$ cat src/hdl/dcache_pkg.sv
// Data cache word and address types, block geometry and controller states
package dcache_pkg;

    // Datapath and memory bus widths
    typedef logic [31:0] word_t;
    typedef logic [31:0] addr_t;

    // Two words per block
    localparam int BLOCK_OFF_W  = 3;
    localparam int WORD_SEL_BIT = 2;   // Word inside a block

    typedef enum logic [3:0] {
        IDLE,          // Hits answered here
        CHECK,         // Victim dirty test
        WB1,
        WB2,
        FILL1,
        FILL2,
        FLUSH_CHECK,   // One frame per cycle
        FLUSH_WB1,
        FLUSH_WB2,
        DONE
    } ctrl_state_t;

endpackage

$ cat src/hdl/dcache_array_if.sv
// Controller to storage interface with ctrl and store modports
`timescale 1ns/100ps

interface dcache_array_if #(
    parameter int INDEX_W = 3
);
    // Driven by the controller
    logic               access_en;     // Datapath lookups allowed
    logic               fill_we;
    logic               fill_last;     // Completes the frame
    logic               word_sel;
    logic               flush_mode;
    logic [INDEX_W:0]   flush_frame;   // Way in the top bit
    logic               wb_clear;

    // Driven by the storage
    logic               hit;
    logic               sel_dirty;
    dcache_pkg::addr_t  sel_base_addr;
    dcache_pkg::word_t  sel_word;

    modport ctrl (
        output access_en,
        output fill_we,
        output fill_last,
        output word_sel,
        output flush_mode,
        output flush_frame,
        output wb_clear,
        input  hit,
        input  sel_dirty,
        input  sel_base_addr,
        input  sel_word
    );

    modport store (
        input  access_en,
        input  fill_we,
        input  fill_last,
        input  word_sel,
        input  flush_mode,
        input  flush_frame,
        input  wb_clear,
        output hit,
        output sel_dirty,
        output sel_base_addr,
        output sel_word
    );

endinterface

$ cat src/hdl/dcache_store.sv
// Two-way set storage with tag compare, hit data path, fills and victim or flush frame select
`timescale 1ns/100ps

module dcache_store #(
    parameter int INDEX_W = 3
) (
    input  logic                CLK,
    input  logic                nRST,
    input  logic                dmem_ren_i,
    input  logic                dmem_wen_i,
    input  dcache_pkg::addr_t   dmem_addr_i,
    input  dcache_pkg::word_t   dmem_store_i,
    input  dcache_pkg::word_t   mem_load_i,
    output dcache_pkg::word_t   dmem_load_o,
    output logic                dhit_o,
    dcache_array_if.store       arr
);
    localparam int ADDR_W = $bits(dcache_pkg::addr_t);
    localparam int SETS   = 1 << INDEX_W;
    localparam int TAG_W  = ADDR_W - INDEX_W - dcache_pkg::BLOCK_OFF_W;

    typedef logic [TAG_W-1:0]   tag_t;
    typedef logic [INDEX_W-1:0] index_t;

    // Frame state, way in the outer dimension
    logic [1:0][SETS-1:0] valid;
    logic [1:0][SETS-1:0] dirty;
    logic [SETS-1:0]      mru;                // Way used last in each set
    tag_t                 tags [2][SETS];
    dcache_pkg::word_t    data [2][SETS][2];

    tag_t       req_tag;
    index_t     req_idx;
    logic       req_word;
    logic       access;
    logic [1:0] way_hit;
    logic       hit;
    logic       hit_way;
    logic       wr_hit;
    index_t     sel_idx;
    logic       sel_way;

    assign req_tag  = dmem_addr_i[ADDR_W-1 -: TAG_W];
    assign req_idx  = dmem_addr_i[dcache_pkg::BLOCK_OFF_W +: INDEX_W];
    assign req_word = dmem_addr_i[dcache_pkg::WORD_SEL_BIT];
    assign access   = dmem_ren_i | dmem_wen_i;

    always_comb begin
        for (int w = 0; w < 2; w++) begin
            way_hit[w] = valid[w][req_idx] && (tags[w][req_idx] == req_tag);
        end
    end

    assign hit     = access & (|way_hit);
    assign hit_way = ~way_hit[0];                 // Left way wins
    assign arr.hit = hit;

    assign dhit_o      = arr.access_en & hit;
    assign dmem_load_o = data[hit_way][req_idx][req_word];
    assign wr_hit      = dhit_o & dmem_wen_i;

    // LRU victim for misses, counter frame while flushing
    assign sel_idx = arr.flush_mode ? arr.flush_frame[INDEX_W-1:0] : req_idx;
    assign sel_way = arr.flush_mode ? arr.flush_frame[INDEX_W] : ~mru[req_idx];

    assign arr.sel_dirty     = valid[sel_way][sel_idx] & dirty[sel_way][sel_idx];
    assign arr.sel_base_addr = {tags[sel_way][sel_idx], sel_idx,
                                {dcache_pkg::BLOCK_OFF_W{1'b0}}};
    assign arr.sel_word      = data[sel_way][sel_idx][arr.word_sel];

    always_ff @(posedge CLK, negedge nRST) begin
        if (!nRST) begin
            valid <= '0;
            dirty <= '0;
            mru   <= '0;
        end else begin
            if (dhit_o) begin
                mru[req_idx] <= hit_way;
            end
            if (wr_hit) begin
                dirty[hit_way][req_idx] <= 1'b1;
            end
            if (arr.fill_we && arr.fill_last) begin
                valid[sel_way][sel_idx] <= 1'b1;
                dirty[sel_way][sel_idx] <= 1'b0;   // Fresh copy of memory
            end
            if (arr.wb_clear) begin
                dirty[sel_way][sel_idx] <= 1'b0;
            end
        end
    end

    always_ff @(posedge CLK) begin
        if (wr_hit) begin
            data[hit_way][req_idx][req_word] <= dmem_store_i;
        end
        if (arr.fill_we) begin
            data[sel_way][sel_idx][arr.word_sel] <= mem_load_i;
        end
        if (arr.fill_we && arr.fill_last) begin
            tags[sel_way][sel_idx] <= req_tag;
        end
    end

endmodule

$ cat src/hdl/dcache_ctrl.sv
// Miss, writeback, fill and flush FSM with flush counter and memory bus outputs
`timescale 1ns/100ps

module dcache_ctrl #(
    parameter int INDEX_W = 3
) (
    input  logic                CLK,
    input  logic                nRST,
    input  logic                dmem_ren_i,
    input  logic                dmem_wen_i,
    input  logic                halt_i,
    input  dcache_pkg::addr_t   dmem_addr_i,
    input  logic                mem_wait_i,
    output logic                mem_ren_o,
    output logic                mem_wen_o,
    output dcache_pkg::addr_t   mem_addr_o,
    output dcache_pkg::word_t   mem_store_o,
    output logic                flushed_o,
    dcache_array_if.ctrl        arr
);
    localparam int ADDR_W = $bits(dcache_pkg::addr_t);
    localparam int TAG_W  = ADDR_W - INDEX_W - dcache_pkg::BLOCK_OFF_W;
    localparam int FRAMES = 2 << INDEX_W;

    typedef logic [INDEX_W+1:0] flush_cnt_t;

    dcache_pkg::ctrl_state_t state, nxt_state;
    flush_cnt_t              flush_cnt, nxt_flush_cnt;
    dcache_pkg::addr_t       fill_addr;
    dcache_pkg::addr_t       wb_addr;
    logic                    flush_end;

    assign flush_end       = (flush_cnt == flush_cnt_t'(FRAMES));
    assign arr.flush_frame = flush_cnt[INDEX_W:0];

    always_ff @(posedge CLK, negedge nRST) begin
        if (!nRST) begin
            state     <= dcache_pkg::IDLE;
            flush_cnt <= '0;
        end else begin
            state     <= nxt_state;
            flush_cnt <= nxt_flush_cnt;
        end
    end

    always_comb begin
        nxt_state     = state;
        nxt_flush_cnt = flush_cnt;
        case (state)
            dcache_pkg::IDLE: begin
                if (halt_i) begin
                    nxt_state = dcache_pkg::FLUSH_CHECK;
                end else if ((dmem_ren_i || dmem_wen_i) && !arr.hit) begin
                    nxt_state = dcache_pkg::CHECK;
                end
            end
            dcache_pkg::CHECK: begin
                if (arr.sel_dirty) begin
                    nxt_state = dcache_pkg::WB1;
                end else begin
                    nxt_state = dcache_pkg::FILL1;
                end
            end
            dcache_pkg::WB1: begin
                if (!mem_wait_i) begin
                    nxt_state = dcache_pkg::WB2;
                end
            end
            dcache_pkg::WB2: begin
                if (!mem_wait_i) begin
                    nxt_state = dcache_pkg::FILL1;
                end
            end
            dcache_pkg::FILL1: begin
                if (!mem_wait_i) begin
                    nxt_state = dcache_pkg::FILL2;
                end
            end
            dcache_pkg::FILL2: begin
                if (!mem_wait_i) begin
                    nxt_state = dcache_pkg::IDLE;   // Request hits next
                end
            end
            dcache_pkg::FLUSH_CHECK: begin
                if (flush_end) begin
                    nxt_state = dcache_pkg::DONE;
                end else if (arr.sel_dirty) begin
                    nxt_state = dcache_pkg::FLUSH_WB1;   // Same frame rechecked after
                end else begin
                    nxt_flush_cnt = flush_cnt + 1'b1;
                end
            end
            dcache_pkg::FLUSH_WB1: begin
                if (!mem_wait_i) begin
                    nxt_state = dcache_pkg::FLUSH_WB2;
                end
            end
            dcache_pkg::FLUSH_WB2: begin
                if (!mem_wait_i) begin
                    nxt_state = dcache_pkg::FLUSH_CHECK;
                end
            end
            dcache_pkg::DONE: begin
                nxt_state = dcache_pkg::DONE;   // Held until reset
            end
            default: begin
                nxt_state = dcache_pkg::IDLE;
            end
        endcase
    end

    always_comb begin
        arr.access_en  = 1'b0;
        arr.fill_we    = 1'b0;
        arr.fill_last  = 1'b0;
        arr.word_sel   = 1'b0;
        arr.flush_mode = 1'b0;
        arr.wb_clear   = 1'b0;
        mem_ren_o      = 1'b0;
        mem_wen_o      = 1'b0;
        flushed_o      = 1'b0;
        case (state)
            dcache_pkg::IDLE: begin
                arr.access_en = 1'b1;
            end
            dcache_pkg::WB1: begin
                mem_wen_o = 1'b1;
            end
            dcache_pkg::WB2: begin
                mem_wen_o    = 1'b1;
                arr.word_sel = 1'b1;
                arr.wb_clear = ~mem_wait_i;
            end
            dcache_pkg::FILL1: begin
                mem_ren_o   = 1'b1;
                arr.fill_we = ~mem_wait_i;
            end
            dcache_pkg::FILL2: begin
                mem_ren_o     = 1'b1;
                arr.word_sel  = 1'b1;
                arr.fill_we   = ~mem_wait_i;
                arr.fill_last = ~mem_wait_i;
            end
            dcache_pkg::FLUSH_CHECK: begin
                arr.flush_mode = 1'b1;
            end
            dcache_pkg::FLUSH_WB1: begin
                arr.flush_mode = 1'b1;
                mem_wen_o      = 1'b1;
            end
            dcache_pkg::FLUSH_WB2: begin
                arr.flush_mode = 1'b1;
                mem_wen_o      = 1'b1;
                arr.word_sel   = 1'b1;
                arr.wb_clear   = ~mem_wait_i;
            end
            dcache_pkg::DONE: begin
                flushed_o = 1'b1;
            end
            default: begin
                arr.access_en = 1'b0;
            end
        endcase
    end

    // Block addresses with the word bit patched in
    always_comb begin
        fill_addr = {dmem_addr_i[ADDR_W-1 -: TAG_W],
                     dmem_addr_i[dcache_pkg::BLOCK_OFF_W +: INDEX_W],
                     {dcache_pkg::BLOCK_OFF_W{1'b0}}};
        wb_addr   = arr.sel_base_addr;
        fill_addr[dcache_pkg::WORD_SEL_BIT] = arr.word_sel;
        wb_addr[dcache_pkg::WORD_SEL_BIT]   = arr.word_sel;
    end

    assign mem_addr_o  = mem_wen_o ? wb_addr : fill_addr;
    assign mem_store_o = arr.sel_word;

endmodule

$ cat src/hdl/dcache_top.sv
// Data cache top level joining storage and controller
`timescale 1ns/100ps

module dcache_top #(
    parameter int INDEX_W = 3      // 8 sets
) (
    input  logic                CLK,
    input  logic                nRST,

    // Datapath side
    input  logic                dmem_ren_i,
    input  logic                dmem_wen_i,
    input  dcache_pkg::addr_t   dmem_addr_i,
    input  dcache_pkg::word_t   dmem_store_i,
    input  logic                halt_i,
    output dcache_pkg::word_t   dmem_load_o,
    output logic                dhit_o,
    output logic                flushed_o,

    // Memory side
    output logic                mem_ren_o,
    output logic                mem_wen_o,
    output dcache_pkg::addr_t   mem_addr_o,
    output dcache_pkg::word_t   mem_store_o,
    input  dcache_pkg::word_t   mem_load_i,
    input  logic                mem_wait_i
);

    dcache_array_if #(
        .INDEX_W (INDEX_W)
    ) arr ();

    dcache_store #(
        .INDEX_W (INDEX_W)
    ) i_store (
        .CLK          (CLK),
        .nRST         (nRST),
        .dmem_ren_i   (dmem_ren_i),
        .dmem_wen_i   (dmem_wen_i),
        .dmem_addr_i  (dmem_addr_i),
        .dmem_store_i (dmem_store_i),
        .mem_load_i   (mem_load_i),
        .dmem_load_o  (dmem_load_o),
        .dhit_o       (dhit_o),
        .arr          (arr.store)
    );

    dcache_ctrl #(
        .INDEX_W (INDEX_W)
    ) i_ctrl (
        .CLK         (CLK),
        .nRST        (nRST),
        .dmem_ren_i  (dmem_ren_i),
        .dmem_wen_i  (dmem_wen_i),
        .halt_i      (halt_i),
        .dmem_addr_i (dmem_addr_i),
        .mem_wait_i  (mem_wait_i),
        .mem_ren_o   (mem_ren_o),
        .mem_wen_o   (mem_wen_o),
        .mem_addr_o  (mem_addr_o),
        .mem_store_o (mem_store_o),
        .flushed_o   (flushed_o),
        .arr         (arr.ctrl)
    );

endmodule

$ cat config.mk
export PLATFORM = sky130hd
export DESIGN_NAME = dcache_top
export DESIGN_NICKNAME = d
export VERILOG_FILES = /design/src/hdl/dcache_pkg.sv /design/src/hdl/dcache_array_if.sv /design/src/hdl/dcache_store.sv /design/src/hdl/dcache_ctrl.sv /design/src/hdl/dcache_top.sv
export SDC_FILE = /design/constraint.sdc
export NUM_CORES = 2
export LEC_CHECK = 0
export BUFFER_PORTS_ARGS = -buffer_cell sky130_fd_sc_hd__buf_2
export CAP_MARGIN = 20
export CORE_MARGIN = 3
export CORE_UTILIZATION = 40
export DETAILED_ROUTE_END_ITERATION = 8
export PLACE_DENSITY_LB_ADDON = 0.12
export SETUP_SLACK_MARGIN = 0.05
export SLEW_MARGIN = 15
export SYNTH_ARGS = -nofsm -noshare
export SYNTH_HDL_FRONTEND = slang
export SYNTH_HIERARCHICAL = 1
export SYNTH_SLANG_ARGS = --single-unit
export TNS_END_PERCENT = 5
$ cat constraint.sdc
create_clock -name CLK -period 14.6 [get_ports CLK]
set_input_delay 2.19 -clock CLK [delete_from_list [all_inputs] [get_ports CLK]]
set_output_delay 2.19 -clock CLK [all_outputs]
set_load 0.02 [all_outputs]
==> summary.txt <==
initial core utilization = 0.404
DR pass1 iterations = 8
Synth warnings = 6
initial antenna violation count = 36
drt wl/cell = 41.5 um
VDD IR-drop max = 0.152 mV
clock root cell = clkbuf_16
CTS tree = yes
startpoint class of the critical path = primary input
drt initial violations = 8,968
Worst-Skew Late Latency = 0.87 ns
Setup violations, final = 0
grt ovf = 0
post-route minimum period = 11.01 ns
cell row count = 166
max capacitance violation total = 0
Setup WS post-layout = 3.59 ns
CP required = 12.41 ns
slew margin rel. = 0.192
syn avg cell area = 13.1 um2
H-Tree Depth = 4
Max clock buf depth = 3
outcome = completed
Slew @ Worst Pin = 1.21 ns
Hold WS = 0.483 ns
Die Wd = 462 um
fin. max-slew vios = 0
largest net degree at the start of global routing = 125
area of the core = 206,000 um2
height of the die = 462 um
Worst R2R Setup Slack = 6.81 ns
FMAX = 0.0909 GHz
Lkg Pwr = 0.0307 uW
first-pass GRT wire length = 510,000 um
hold endpoint = i_ctrl/flush_cnt[4]$_DFFE_PN0P_
GRT Total Usage = 0.346
share of layout cells above drive strength 1 = 0.337
power per cell area = 148 nW/um2
die area = 213,000 um2
CP max FO = 52
IO Port Bufs = 197
RSZ-0062 raised after global routing = false
min-delay worst type = reg -> reg
cell count after synthesis = 6,363
Fin. Hold Viols = 0
Post-CTS Hold Buffers = 0
Resized cells post-CTS = 0
Filler cells = 18,700
R2R cell count = 12
DP Wirelength = 204,000 um
post-route antenna net violation count = 0
synth-to-layout area growth = 11.4%
GP Congestion = 0.858
CTS Buf Count = 174
Clock transition at path regs = 0.06 ns
DRC = 0
Arr. time, crit path = 8.82 ns
FF-to-FF End = i_store/data[0][214]$_DFFE_PP_
crit share post-route = 0.754
I/O Pins = 202
worst hold start = i_ctrl/flush_cnt[4]$_DFFE_PN0P_
reg2reg start = i_ctrl/state[2]$_DFFE_PN0P_
Final Net Count = 6,327
vias per cell = 6.84
setup TNS = 0 ns
clock sink total = 1,489
number of global-route vias before repair = 60,100
post-CTS setup buffers = 0
Hold Path Stages = 1
critical path class = in -> out
Post-Place Worst Slack = 3.62 ns
vias = 62,100
final WL = 376,000 um
worst clock skew = 0.0599 ns
Crit. End Element = output pin
Synth Cell Area = 83,100 um2
==> report_power, final <==
group	leakage, uW	total [uW]	internal, uW	switching (uW)
Clock	0.00263	4250	2410	1850
Sequential	0.0136	4840	4780	57.0
Combinational	0.0144	4590	1320	3270
==> final cells by class <==
type | instances | area, um2 | share of cell area
tap | 2688 | 3360 | 0.0363
timing repair buffer | 397 | 2760 | 0.0298
inverter | 17 | 76.3 | 0.000825
clock buffer | 217 | 4620 | 0.0499
sequential | 1489 | 44500 | 0.480
multi-input combinational | 4144 | 36500 | 0.394
antenna | 30 | 75.1 | 0.000811
clock inverter | 96 | 736 | 0.00795
==> per-stage QoR <==
step	power [uW]	util	std cells	cell area [um2]
floorplan	7540	-	6364	83100
global placement	9380	0.423	8730	87000
detailed placement	9400	0.424	8735	87100
CTS	13600	0.450	9048	92500
global route	14000	0.450	9068	92500
finish	13700	0.450	9078	92600
==> registers in the layout, indices dropped and copies added (netlist names) <==
register          flops
i_store/dirty        16
i_ctrl/state          4
i_ctrl/flush_cnt      5
i_store/tags        416
i_store/mru           8
i_store/data       1024
i_store/valid        16
==> critical path, stage by stage <==
cell and delay, ns:
buf_4 0.25, buf_12 0.29, inv_2 0.65, buf_4 0.40
mux2i_1 0.26, xnor2_1 0.13, nor4b_1 0.60, nand4_1 0.37
nor3_2 1.02, buf_4 0.84, buf_4 0.54, mux2i_1 0.28
o22ai_1 0.12, nor3_1 0.27, a31oi_1 0.17, buf_2 0.19
==> layer usage <==
| metal | global-route usage | share of wire | vias up |
|---|---|---|---|
| met1 | 0.451 | 0.38 | 32300 |
| met5 | 0 | 0.00030 | - |
| met4 | 0.196 | 0.065 | 14 |
| met2 | 0.533 | 0.45 | 4209 |
| met3 | 0.0766 | 0.10 | 1045 |
| li1 | - | - | 24600 |
==> cell usage in the layout, fill, tap and decap left out, drive strengths merged, types with 13 or more instances in the layout <==
cell	n
edfxtp	1440
mux2	1115
nand2	783
mux2i	411
buf	397
a21oi	301
mux4	261
clkbuf	217
nand3	196
a22oi	144
o22ai	128
nor2	108
clkinv	75
o21ai	69
a221oi	67
a31oi	59
nor3	50
dfrtp	49
o221ai	47
a311oi	43
and3	41
nor4	37
a22o	36
xnor2	34
a211oi	31
diode	30
inv	23
nand4	20
or2	15
o21bai	14
xor2	13
==> worst max path at each step <==
stage / startpoint / endpoint / depth (start not counted)
after floorplan: dmem_addr_i[3] / mem_addr_o[28] / 15
after global placement: dmem_addr_i[3] / dmem_load_o[12] / 14
after detailed placement: dmem_addr_i[3] / dmem_load_o[12] / 14
after CTS: dmem_addr_i[3] / dmem_load_o[12] / 14
after global routing: dmem_addr_i[3] / dmem_load_o[10] / 15
final: dmem_addr_i[5] / dmem_load_o[10] / 16
Note: power is estimated with default switching activity, not from simulation.
